File: src/include/av_defines.svh
/*
 * Fixed constants for the audio/video test core.
 * Include wherever raster, SPI or I2S timing numbers are needed.
 */
`ifndef AV_DEFINES_SVH
`define AV_DEFINES_SVH

//////////////////////////////
// raster timing
//////////////////////////////

// clocks per line, whole raster
`define AV_H_TOTAL 400
// visible pixels per line
`define AV_H_ACTIVE 320
// clocks ahead of the visible pixels
`define AV_H_BPORCH 10
// lines per frame
`define AV_V_TOTAL 512
// visible lines per frame
`define AV_V_ACTIVE 240
// lines ahead of the visible lines
`define AV_V_BPORCH 10
// hsync column, a few clocks after vsync
`define AV_HS_X 3

//////////////////////////////
// spi receiver
//////////////////////////////

// flops per input synchronizer
`define AV_SYNC_STAGES 2

//////////////////////////////
// i2s serializer
//////////////////////////////

// mclk clocks per i2s bit
`define AV_SCLK_DIV 4
// bits per channel slot
`define AV_SLOT_BITS 32
// data bits at the head of a slot
`define AV_SAMPLE_BITS 16

`endif

File: src/rtl/av_pkg.sv
/*
 * Shared width types for the audio/video test core.
 * Modules pull these in with a wildcard import in their header.
 */
package av_pkg;

    //////////////////////////////
    // video
    //////////////////////////////

    // x or y raster coordinate, covers up to 1023
    typedef logic [9:0] pixel_pos_t;

    // pixel, red in [23:16], green in [15:8], blue in [7:0]
    typedef logic [23:0] rgb_t;

    //////////////////////////////
    // link port
    //////////////////////////////

    // one byte off the spi link
    typedef logic [7:0] spi_byte_t;

    //////////////////////////////
    // audio
    //////////////////////////////

    // two's complement sample, one channel
    typedef logic signed [15:0] sample_t;

    // bit position within a 32-bit i2s slot
    typedef logic [4:0] slot_bit_t;

endpackage

File: src/rtl/raster_timing.sv
/*
 * Horizontal and vertical raster counters for the 320x240 test mode.
 * Decodes frame start, line start and the active window as flags.
 */
`include "av_defines.svh"

module raster_timing
    import av_pkg::*;
(
    input  logic audgen_mclk,
    input  logic reset_n,
    output logic o_frame_start,
    output logic o_line_start,
    output logic o_active
);

    // current raster position
    pixel_pos_t x_q;
    pixel_pos_t y_q;

    logic x_wrap;
    logic y_wrap;
    logic h_window;
    logic v_window;

    // end of line and end of frame
    assign x_wrap = (x_q == pixel_pos_t'(`AV_H_TOTAL - 1));
    assign y_wrap = (y_q == pixel_pos_t'(`AV_V_TOTAL - 1));

    //////////////////////////////
    // counters
    //////////////////////////////

    always_ff @(posedge audgen_mclk or negedge reset_n) begin
        if (!reset_n) begin
            x_q <= '0;
            y_q <= '0;
        end else begin
            // x runs every clock
            x_q <= x_wrap ? '0 : x_q + 1'b1;
            // y steps once per line
            if (x_wrap) begin
                y_q <= y_wrap ? '0 : y_q + 1'b1;
            end
        end
    end

    //////////////////////////////
    // flag decode
    //////////////////////////////

    // vsync point at the top left corner
    assign o_frame_start = (x_q == '0) && (y_q == '0);
    // hsync a few clocks into every line
    assign o_line_start = (x_q == pixel_pos_t'(`AV_HS_X));

    // visible window after the back porch
    assign h_window = (x_q >= `AV_H_BPORCH) && (x_q < `AV_H_BPORCH + `AV_H_ACTIVE);
    assign v_window = (y_q >= `AV_V_BPORCH) && (y_q < `AV_V_BPORCH + `AV_V_ACTIVE);
    assign o_active = h_window && v_window;

    // counters never leave the raster
    a_raster_bounds : assert property (
        @(posedge audgen_mclk) disable iff (!reset_n)
        (x_q < `AV_H_TOTAL) && (y_q < `AV_V_TOTAL)
    );

endmodule

File: src/rtl/pixel_stage.sv
/*
 * Registered video outputs driven from the raster flags.
 * Takes one received byte per visible pixel and shows it as gray.
 */
`include "av_defines.svh"

module pixel_stage
    import av_pkg::*;
(
    input  logic      audgen_mclk,
    input  logic      reset_n,
    input  logic      i_frame_start,
    input  logic      i_line_start,
    input  logic      i_active,
    input  logic      i_byte_valid,
    input  spi_byte_t i_byte,
    output logic      o_byte_ready,
    output rgb_t      o_video_rgb,
    output logic      o_video_de,
    output logic      o_video_vs,
    output logic      o_video_hs
);

    // byte moves on this clock
    logic take;

    // only visible pixels can consume a byte
    assign o_byte_ready = i_active;
    assign take = i_active && i_byte_valid;

    //////////////////////////////
    // video output registers
    //////////////////////////////

    // everything lands one clock after the raster position
    always_ff @(posedge audgen_mclk or negedge reset_n) begin
        if (!reset_n) begin
            o_video_vs  <= 1'b0;
            o_video_hs  <= 1'b0;
            o_video_de  <= 1'b0;
            o_video_rgb <= '0;
        end else begin
            o_video_vs <= i_frame_start;
            o_video_hs <= i_line_start;
            o_video_de <= i_active;
            // gray from the byte, black with nothing waiting
            if (take) begin
                o_video_rgb <= {3{i_byte}};
            end else begin
                o_video_rgb <= '0;
            end
        end
    end

    // blanking is always black
    a_black_in_blank : assert property (
        @(posedge audgen_mclk) disable iff (!reset_n)
        !o_video_de |-> (o_video_rgb == '0)
    );

endmodule

File: src/rtl/spi_rx.sv
/*
 * SPI mode-0 byte receiver on the link port, MSB first.
 * Inputs are synchronized into mclk, each full byte sits in a holding
 * register until the valid/ready handshake takes it.
 */
`include "av_defines.svh"

module spi_rx
    import av_pkg::*;
(
    input  logic      audgen_mclk,
    input  logic      reset_n,
    input  logic      i_spi_sck,
    input  logic      i_spi_mosi,
    input  logic      i_spi_cs_n,
    input  logic      i_byte_ready,
    output logic      o_byte_valid,
    output spi_byte_t o_byte,
    output logic      o_spi_overrun
);

    // {cs_n, mosi, sck} per synchronizer stage
    logic [2:0] sync_q [`AV_SYNC_STAGES];

    logic       sck_s;
    logic       mosi_s;
    logic       cs_n_s;
    logic       sck_prev_q;
    logic       sck_rise;
    logic [2:0] bit_cnt_q;
    spi_byte_t  shift_q;
    spi_byte_t  next_byte;
    logic       byte_done;
    logic       hold_free;

    //////////////////////////////
    // input synchronizers
    //////////////////////////////

    always_ff @(posedge audgen_mclk or negedge reset_n) begin
        if (!reset_n) begin
            // cs_n idles high, sck idles low
            for (int i = 0; i < `AV_SYNC_STAGES; i++) begin
                sync_q[i] <= 3'b100;
            end
        end else begin
            sync_q[0] <= {i_spi_cs_n, i_spi_mosi, i_spi_sck};
            for (int i = 1; i < `AV_SYNC_STAGES; i++) begin
                sync_q[i] <= sync_q[i-1];
            end
        end
    end

    assign sck_s  = sync_q[`AV_SYNC_STAGES-1][0];
    assign mosi_s = sync_q[`AV_SYNC_STAGES-1][1];
    assign cs_n_s = sync_q[`AV_SYNC_STAGES-1][2];

    // mode 0, sample on rising sck
    assign sck_rise  = sck_s && !sck_prev_q;
    assign next_byte = {shift_q[6:0], mosi_s};
    assign byte_done = sck_rise && !cs_n_s && (bit_cnt_q == 3'd7);
    // holding register empty, or emptied this clock
    assign hold_free = !o_byte_valid || i_byte_ready;

    //////////////////////////////
    // bit counter and flags
    //////////////////////////////

    always_ff @(posedge audgen_mclk or negedge reset_n) begin
        if (!reset_n) begin
            sck_prev_q    <= 1'b0;
            bit_cnt_q     <= '0;
            o_byte_valid  <= 1'b0;
            o_spi_overrun <= 1'b0;
        end else begin
            sck_prev_q <= sck_s;
            // deselect restarts the byte
            if (cs_n_s) begin
                bit_cnt_q <= '0;
            end else if (sck_rise) begin
                bit_cnt_q <= bit_cnt_q + 1'b1;
            end
            if (byte_done && hold_free) begin
                o_byte_valid <= 1'b1;
            end else if (o_byte_valid && i_byte_ready) begin
                o_byte_valid <= 1'b0;
            end
            // sticky, new byte lost
            if (byte_done && !hold_free) begin
                o_spi_overrun <= 1'b1;
            end
        end
    end

    //////////////////////////////
    // data path
    //////////////////////////////

    always_ff @(posedge audgen_mclk) begin
        if (sck_rise && !cs_n_s) begin
            shift_q <= next_byte;
        end
        if (byte_done && hold_free) begin
            o_byte <= next_byte;
        end
    end

    // handshake hold rule toward the pixel stage
    a_byte_held : assert property (
        @(posedge audgen_mclk) disable iff (!reset_n)
        (o_byte_valid && !i_byte_ready) |=> (o_byte_valid && $stable(o_byte))
    );

endmodule

File: src/rtl/i2s_tx.sv
/*
 * I2S serializer, sclk = mclk/4, 32-bit slots with 16 data bits then zeros.
 * Buffers one left/right pair, loaded at each left slot, else silence.
 */
`include "av_defines.svh"

module i2s_tx
    import av_pkg::*;
(
    input  logic    audgen_mclk,
    input  logic    reset_n,
    input  logic    i_sample_valid,
    input  sample_t i_sample_left,
    input  sample_t i_sample_right,
    output logic    o_sample_ready,
    output logic    o_audio_sclk,
    output logic    o_audio_lrck,
    output logic    o_audio_dac
);

    logic [1:0]                    div_q;
    slot_bit_t                     bit_q;
    slot_bit_t                     next_bit;
    logic [2*`AV_SAMPLE_BITS-1:0]  shift_q;
    logic [2*`AV_SAMPLE_BITS-1:0]  pair;
    logic                          buf_full_q;
    sample_t                       buf_left_q;
    sample_t                       buf_right_q;
    logic                          bit_edge;
    logic                          slot_end;
    logic                          left_start;
    logic                          data_bit;
    logic                          accept;

    //////////////////////////////
    // bit and slot timing
    //////////////////////////////

    // divider wrap is the falling sclk edge
    assign bit_edge   = (div_q == 2'(`AV_SCLK_DIV - 1));
    assign slot_end   = bit_edge && (bit_q == slot_bit_t'(`AV_SLOT_BITS - 1));
    // lrck high going low, left slot begins
    assign left_start = slot_end && o_audio_lrck;
    assign next_bit   = bit_q + 1'b1;
    // head of the slot carries data
    assign data_bit   = (next_bit < `AV_SAMPLE_BITS);

    // two-bit divider gives mclk/4
    assign o_audio_sclk = div_q[1];

    //////////////////////////////
    // sample buffer
    //////////////////////////////

    assign o_sample_ready = !buf_full_q;
    assign accept = i_sample_valid && !buf_full_q;
    // empty buffer sends a silent frame
    assign pair = buf_full_q ? {buf_left_q, buf_right_q} : '0;

    always_ff @(posedge audgen_mclk or negedge reset_n) begin
        if (!reset_n) begin
            div_q        <= '0;
            bit_q        <= '0;
            o_audio_lrck <= 1'b0;
            o_audio_dac  <= 1'b0;
            shift_q      <= '0;
            buf_full_q   <= 1'b0;
        end else begin
            div_q <= div_q + 1'b1;
            if (bit_edge) begin
                bit_q <= next_bit;
                // msb goes out with the lrck change
                if (left_start) begin
                    o_audio_dac <= pair[2*`AV_SAMPLE_BITS-1];
                    shift_q     <= pair << 1;
                end else if (data_bit) begin
                    o_audio_dac <= shift_q[2*`AV_SAMPLE_BITS-1];
                    shift_q     <= shift_q << 1;
                end else begin
                    o_audio_dac <= 1'b0;
                end
            end
            if (slot_end) begin
                o_audio_lrck <= !o_audio_lrck;
            end
            // pair moves into the shifter
            if (left_start) begin
                buf_full_q <= 1'b0;
            end
            if (accept) begin
                buf_full_q <= 1'b1;
            end
        end
    end

    // pair payload only
    always_ff @(posedge audgen_mclk) begin
        if (accept) begin
            buf_left_q  <= i_sample_left;
            buf_right_q <= i_sample_right;
        end
    end

    // word select moves only at the end of a slot
    a_lrck_on_wrap : assert property (
        @(posedge audgen_mclk) disable iff (!reset_n)
        !slot_end |=> $stable(o_audio_lrck)
    );

endmodule

File: src/rtl/av_core_top.sv
/*
 * Top of the audio/video test core, all on the 12.288 MHz mclk.
 * Raster video with SPI bytes shown as gray pixels, plus I2S audio out.
 */
`include "av_defines.svh"

module av_core_top
    import av_pkg::*;
(
    input  logic    audgen_mclk,
    input  logic    reset_n,
    input  logic    i_spi_sck,
    input  logic    i_spi_mosi,
    input  logic    i_spi_cs_n,
    input  logic    i_sample_valid,
    input  sample_t i_sample_left,
    input  sample_t i_sample_right,
    output logic    o_sample_ready,
    output rgb_t    o_video_rgb,
    output logic    o_video_de,
    output logic    o_video_vs,
    output logic    o_video_hs,
    output logic    o_spi_overrun,
    output logic    o_audio_sclk,
    output logic    o_audio_lrck,
    output logic    o_audio_dac
);

    // raster flags
    logic      frame_start;
    logic      line_start;
    logic      active;
    // received byte handshake
    logic      byte_valid;
    logic      byte_ready;
    spi_byte_t rx_byte;

    //////////////////////////////
    // video path
    //////////////////////////////

    raster_timing u_raster (
        .audgen_mclk   (audgen_mclk),
        .reset_n       (reset_n),
        .o_frame_start (frame_start),
        .o_line_start  (line_start),
        .o_active      (active)
    );

    pixel_stage u_pixel (
        .audgen_mclk   (audgen_mclk),
        .reset_n       (reset_n),
        .i_frame_start (frame_start),
        .i_line_start  (line_start),
        .i_active      (active),
        .i_byte_valid  (byte_valid),
        .i_byte        (rx_byte),
        .o_byte_ready  (byte_ready),
        .o_video_rgb   (o_video_rgb),
        .o_video_de    (o_video_de),
        .o_video_vs    (o_video_vs),
        .o_video_hs    (o_video_hs)
    );

    //////////////////////////////
    // link port receiver
    //////////////////////////////

    spi_rx u_spi_rx (
        .audgen_mclk   (audgen_mclk),
        .reset_n       (reset_n),
        .i_spi_sck     (i_spi_sck),
        .i_spi_mosi    (i_spi_mosi),
        .i_spi_cs_n    (i_spi_cs_n),
        .i_byte_ready  (byte_ready),
        .o_byte_valid  (byte_valid),
        .o_byte        (rx_byte),
        .o_spi_overrun (o_spi_overrun)
    );

    //////////////////////////////
    // audio
    //////////////////////////////

    i2s_tx u_i2s_tx (
        .audgen_mclk    (audgen_mclk),
        .reset_n        (reset_n),
        .i_sample_valid (i_sample_valid),
        .i_sample_left  (i_sample_left),
        .i_sample_right (i_sample_right),
        .o_sample_ready (o_sample_ready),
        .o_audio_sclk   (o_audio_sclk),
        .o_audio_lrck   (o_audio_lrck),
        .o_audio_dac    (o_audio_dac)
    );

endmodule

File: config.mk
export PLATFORM = sky130hd
export DESIGN_NAME = av_core_top
export DESIGN_NICKNAME = d
export VERILOG_FILES = /design/src/rtl/av_pkg.sv /design/src/rtl/raster_timing.sv /design/src/rtl/pixel_stage.sv /design/src/rtl/spi_rx.sv /design/src/rtl/i2s_tx.sv /design/src/rtl/av_core_top.sv
export VERILOG_INCLUDE_DIRS = /design/src /design/src/include
export SDC_FILE = /design/constraint.sdc
export NUM_CORES = 1
export LEC_CHECK = 0
export BUFFER_PORTS_ARGS = -buffer_cell sky130_fd_sc_hd__buf_2
export CORE_ASPECT_RATIO = 1.2
export CORE_UTILIZATION = 50
export DETAILED_ROUTE_END_ITERATION = 8
export GPL_TIMING_DRIVEN = 0
export PLACE_DENSITY = 0.81
export REMOVE_ABC_BUFFERS = 1
export SLEW_MARGIN = 30
export SYNTH_ARGS = -nofsm -noshare
export SYNTH_HDL_FRONTEND = slang
export SYNTH_SLANG_ARGS = --single-unit
File: constraint.sdc
create_clock -name audgen_mclk -period 3.38 [get_ports audgen_mclk]
set_input_delay 0.338 -clock audgen_mclk [delete_from_list [all_inputs] [get_ports audgen_mclk]]
set_output_delay 0.338 -clock audgen_mclk [all_outputs]
set_load 0.05 [all_outputs]
* Yosys cells after proc, flatten, opt, wreduce, memory -nomap -nowiden
Cells that the tools add are included.
Word-level totals: register bits 148, bits of input ports 38, logic and storage cells 79
Operators by class: add/sub/neg operators 5, $lt $le $gt $ge 5, equal/unequal tests 6, multiplexer cells 14, reductions and logical operators 27
Operators with widths (count):
- $mux 32 | 3
- $mux 24 | 1
- $add 10x1->10 const B | 2
- $eq 10x9->1 const B | 2
- $ge 10x4->1 const B | 2
- $logic_not 10->1 | 2
- $mux 10 | 2
- $logic_and 1x1->1 | 13
- $eq 10x2->1 const B | 1
- $lt 10x8->1 const B | 1
- $lt 10x9->1 const B | 1
- $reduce_bool 2->1 | 4
- $logic_not 1->1 | 6
- $mux 1 | 6
- $mux 3 | 2
- $add 5x1->5 const B | 1
- $eq 5x5->1 const B | 1
- $lt 5x5->1 const B | 1
- $add 3x1->3 const B | 1
- $eq 3x3->1 const B | 1
- $add 2x1->2 const B | 1
- $eq 2x2->1 const B | 1
- $reduce_and 2->1 | 1
- $logic_or 1x1->1 | 1

* Depth between registers and ports, before layout
depth in word-level cells 6, depth in mapped cells 8

* Modules after synthesis
Synthesis repeated with hierarchy kept, for this count alone.
Second synthesis, totals: cells, all modules 461, area total of the unflattened synthesis 5748.0 um^2
Modules (own cells, without submodules):
- i2s_tx | times used 1, cells an instance 266, area each 3211.8 um^2, sequential area each 1986.9 um^2
- raster_timing | times used 1, cells an instance 116, area each 1186.1 um^2, sequential area each 500.5 um^2
- spi_rx | times used 1, cells an instance 43, area each 897.1 um^2, sequential area each 753.2 um^2
- pixel_stage | times used 1, cells an instance 36, area each 452.9 um^2, sequential area each 275.3 um^2

* Least setup slack after synthesis
No wires, ideal clock.
path kind flip-flop to flip-flop, from register u_i2s_tx.buf_full_q, to register u_i2s_tx.buf_left_q[0], enable pin, library setup time 0.424 ns, arrival time 1.975 ns, path slack 0.980 ns, cell stages (with the launch flop) 3, buffers on the path 1, clock period less this slack 2.400 ns, cell sequence dfrtp_1 -> clkbuf_1 -> nor2b_1
On the way: longest elaborated chain between the ends 2
RTL lines:
- start: declaration | RTL line i2s_tx.sv:26 | logic buf_full_q;
- start signal: assignment | RTL line i2s_tx.sv:67 | buf_full_q <= 1'b0;
- start signal: assignment | RTL line i2s_tx.sv:88 | buf_full_q <= 1'b0;
- start signal: assignment | RTL line i2s_tx.sv:91 | buf_full_q <= 1'b1;
- $logic_not 1->1 | RTL line i2s_tx.sv:56 | assign accept = i_sample_valid && !buf_full_q;
- $logic_and 1x1->1 | RTL line i2s_tx.sv:56
- via u_i2s_tx.accept | RTL line i2s_tx.sv:33 | logic accept;
- end signal: assignment | RTL line i2s_tx.sv:99 | buf_left_q <= i_sample_left;
- end: declaration | RTL line i2s_tx.sv:27 | sample_t buf_left_q;
The timed path passes the listed nets, and every way through them passes these cells. A chain may end at the register's enable or synchronous reset.

* Final worst setup path
from register u_raster.x_q[4], to register u_spi_rx.o_byte[0], enable pin
On the way: longest elaborated chain between the ends 5, elaborated cells on any way between the ends 6
RTL lines:
- start: declaration | RTL line raster_timing.sv:18 | pixel_pos_t x_q;
- start signal: assignment | RTL line raster_timing.sv:40 | x_q <= x_wrap ? '0 : x_q + 1'b1;
- $ge 10x4->1 (no source line) or $lt 10x9->1 (tied branches)
- $logic_and 1x1->1 (*) | RTL line raster_timing.sv:58 | assign h_window = (x_q >= `AV_H_BPORCH) && (x_q < `AV_H_BPORCH + `AV_H_ACTIVE);
- $logic_and 1x1->1 (*) | RTL line raster_timing.sv:60 | assign o_active = h_window && v_window;
- $logic_or 1x1->1 (*) | RTL line spi_rx.sv:63 | assign hold_free = !o_byte_valid || i_byte_ready;
- $logic_and 1x1->1 (*) | RTL line spi_rx.sv:103 | if (byte_done && hold_free) begin
- end signal: assignment | RTL line spi_rx.sv:104 | o_byte <= next_byte;
- end: declaration | RTL line spi_rx.sv:18 | output spi_byte_t o_byte,
Every way passes the cells marked *; elsewhere a longest branch is shown, timed or not.

==> flow_metrics.tcl <==
set metrics [dict create \
    clock_skew_ns 0.00988 \
    grt_max_degree 70 \
    powerDensity_mw_per_mm2 559 \
    final_core_util_pct 62.1 \
    place.gp.congestion 0.797 \
    cts_tree "built" \
    r2r_setup_slack_ns 0.98 \
    diodes 0 \
    path_max_fanout 8 \
    fmax_ghz 0.416 \
    worst_slack_ns 0.978 \
    fin_crit_ns 2.40 \
    required_ns 3.48 \
    io_pins 70 \
    hold_viol_final 0 \
    synth.distinct_cells 45 \
    die_area_mm2 0.0108 \
    ctsResizeCount 0 \
    final_common_cell "dfrtp_1" \
    cp.arrival_ns 2.51 \
    hp-start "i_spi_cs_n" \
    max_cap_violations 0 \
    r2r-start "u_raster.x_q[4]" \
    slew_headroom_pct 49.8 \
    ys_async_sr_fraction_pct 64.1 \
    clock-sinks 131 \
    critical-path-max-stage-delay_ns 0.60 \
    fp-row-count 40 \
    whs_ns 0.0194 \
    yosysSeqAreaShare_pct 67.4 \
    final_cell_mix "81 x dfrtp_1, 68 x buf_2, 47 x edfxtp_1" \
    drv_slew 0 \
    die-height_um 114 \
    setup_viol 0 \
    nFillCells 733 \
    crit_slowest_cell "or4_4" \
    grt_overflow 0 \
    postSynthCellCount 396 \
    clock_latency_ns 0.41 \
    timing.rr.end "u_spi_rx.o_byte[0]" \
    synth_seq_cells 131 \
    portBuffers 69 \
    grt_pass1_vias 3246 \
    tightestPinTransition_ns 0.747 \
    route.vias.total 3174 \
    multi_input_area_mm2 0.00149 \
    min_path_type "input pin to flop" \
    hold_depth 1 \
    crit_chain "or4_4 > or3_1 > o22ai_1 > or2_2 > a21oi_1" \
    clk_path_buf_depth 2 \
    dp_hpwl_um 5860 \
    syn_avg_cell_area_um2 13.2 \
    ys.warnings.count 0 \
    min_to "u_spi_rx.sync_q[5]" \
    clk_pin_slew_worst_paths_ns 0.06 \
    grt_pass1_wl_um 15300 \
    status "finished, final reports clean" \
    htreeDepth 4 \
    die_x_um 95.2 \
    syn-cell-area_mm2 0.00521 \
    ff2ff_path_depth 5 \
    crit_family "simple AND/OR/NAND/NOR gates" \
    wl_um 9480 \
    path_buf_inv 0 \
    firstDrtPassIters 4 \
    post-route-period-util_pct 71.1 \
    power.leakage_uw 0.00270 \
    track_usage_pct 18.9 \
    drtIter0Drc 189 \
    cts_root_buf "clkbuf_16" \
    peakVddDrop_v 0.000366 \
    stdcell_area_mm2 0.00625 \
    cts_setup_buffers 0 \
    numCtsBuffers 17 \
    core_area_mm2 0.0101 \
    criticalPathCategory "flop to flop" \
    areaGrowthSynthToFinish_pct 19.9 \
    drive_gt1_share_pct 25.1 \
    wl_per_cell_um 15.9 \
    seqCellArea_mm2 0.00352 \
    placed_area_mm2 0.00566 \
    post-place-cells 563 \
    synth_ff_type "dfrtp_1" \
    start_kind "flop" \
    synth-edff-count 47 \
    start_util_pct 51.8 \
    rsz0062_at_grt "no" \
    via_per_inst 5.33 \
    postRouteAntennaNets 0 \
    finalNetCount 504 \
    endpoint_kind "flop" \
    fin_cells 596 \
    antenna_found_initial 0 \
    place_ws_ns 0.953 \
    drc_errors 0 \
]
[cells in the mapped netlist, types with 2 or more instances]
master | instances | share of area (%)
xnor2_1 | 9 | 1.5
and3_1 | 4 | 0.48
xor2_1 | 8 | 1.3
nor4_1 | 3 | 0.36
nor3_1 | 5 | 0.48
nand3_1 | 43 | 4.1
inv_1 | 10 | 0.72
dfrtp_1 | 82 | 39
mux2i_1 | 31 | 6.0
buf_2 | 3 | 0.29
nor2_1 | 17 | 1.2
buf_1 | 2 | 0.14
dfstp_2 | 2 | 1.0
ha_1 | 9 | 2.2
o21ai_0 | 35 | 3.4
buf_4 | 16 | 2.3
clkbuf_1 | 11 | 0.79
o21ai_1 | 2 | 0.19
nand4_1 | 5 | 0.60
edfxtp_1 | 47 | 27
nand2_1 | 17 | 1.2
mux2_2 | 3 | 0.65
a21oi_1 | 2 | 0.19
and2_1 | 9 | 1.1
[kinds of logic (layout without fill, tap and decap cells)]
family	Yosys count	after routing	synth area share (%)
DFF	131	131	67.4
and+or+nand+nor	116	116	11.7
AOI/OAI and AO/OA	47	47	4.99
buffers and inverters	42	116	4.25
muxes	34	34	6.60
xor gates and xnor gates	17	17	2.86
adders and majority gates	9	9	2.16
[registers in the layout (all words and copies together), names as in the netlist, 2 cells and up]
name                  cells
u_i2s_tx.div_q            2
u_spi_rx.bit_cnt_q        3
u_raster.x_q             10
u_pixel.o_video_rgb       8
u_i2s_tx.shift_q         31
u_spi_rx.sync_q           3
u_i2s_tx.buf_left_q      16
u_i2s_tx.bit_q            5
u_spi_rx.o_byte           8
u_i2s_tx.buf_right_q     16
u_raster.y_q             10
u_spi_rx.shift_q          7
[metrics by stage]
step                power (uW)  TNS (ns)
floorplan                 1690     -2.51
finish                    3500         0
global placement          1730    -19.65
global route              3600         0
CTS                       3520         0
detailed placement        1740         0
[worst max path at each step]
stage	startpoint	to	slack (ns)	cells past startpoint
3_5_place_dp	u_raster.x_q[4]	u_spi_rx.o_byte[0]	0.95	5
4_1_cts	u_raster.x_q[4]	u_spi_rx.o_byte[4]	0.96	5
2_1_floorplan	u_i2s_tx.div_q[1]	u_i2s_tx.shift_q[10]	-0.09	5
6_report	u_raster.x_q[4]	u_spi_rx.o_byte[0]	0.98	5
3_3_place_gp	u_i2s_tx.bit_q[0]	u_i2s_tx.shift_q[4]	-0.55	6
5_1_grt	u_raster.x_q[4]	u_spi_rx.o_byte[4]	0.82	5
[cell type report]
cell class	instances	area share, %
Sequential cell	131	56.3
Inverter	10	0.600
Clock inverter	11	2.10
Clock buffer	21	7.21
Timing Repair Buffer	74	7.43
Multi-Input combinational cell	223	23.9
Tap cell	126	2.52
[power breakdown]
part           switching (uW)  internal (uW)
sequential               3.76           1660
clock                     675           1110
combinational            30.2           22.7
total                     709           2790
[routing by layer]
metal  vias to the layer above  GRT usage [%]  share of wire, %  wire (um)
met5                         -              0                 0          0
met4                         0           7.88               2.3        217
met3                        23           6.20               4.4        419
met2                        74           32.0                53       5070
met1                      1553           21.9                40       3780
li1                       1524              -                 -          -
[repair_timing]
item | CTS | global route
hold buffers | 1 | 0
endpoints found under the setup margin | 0 | 0
hold endpoints to repair | 15 | 0
Power figures use the tool's default switching activity.
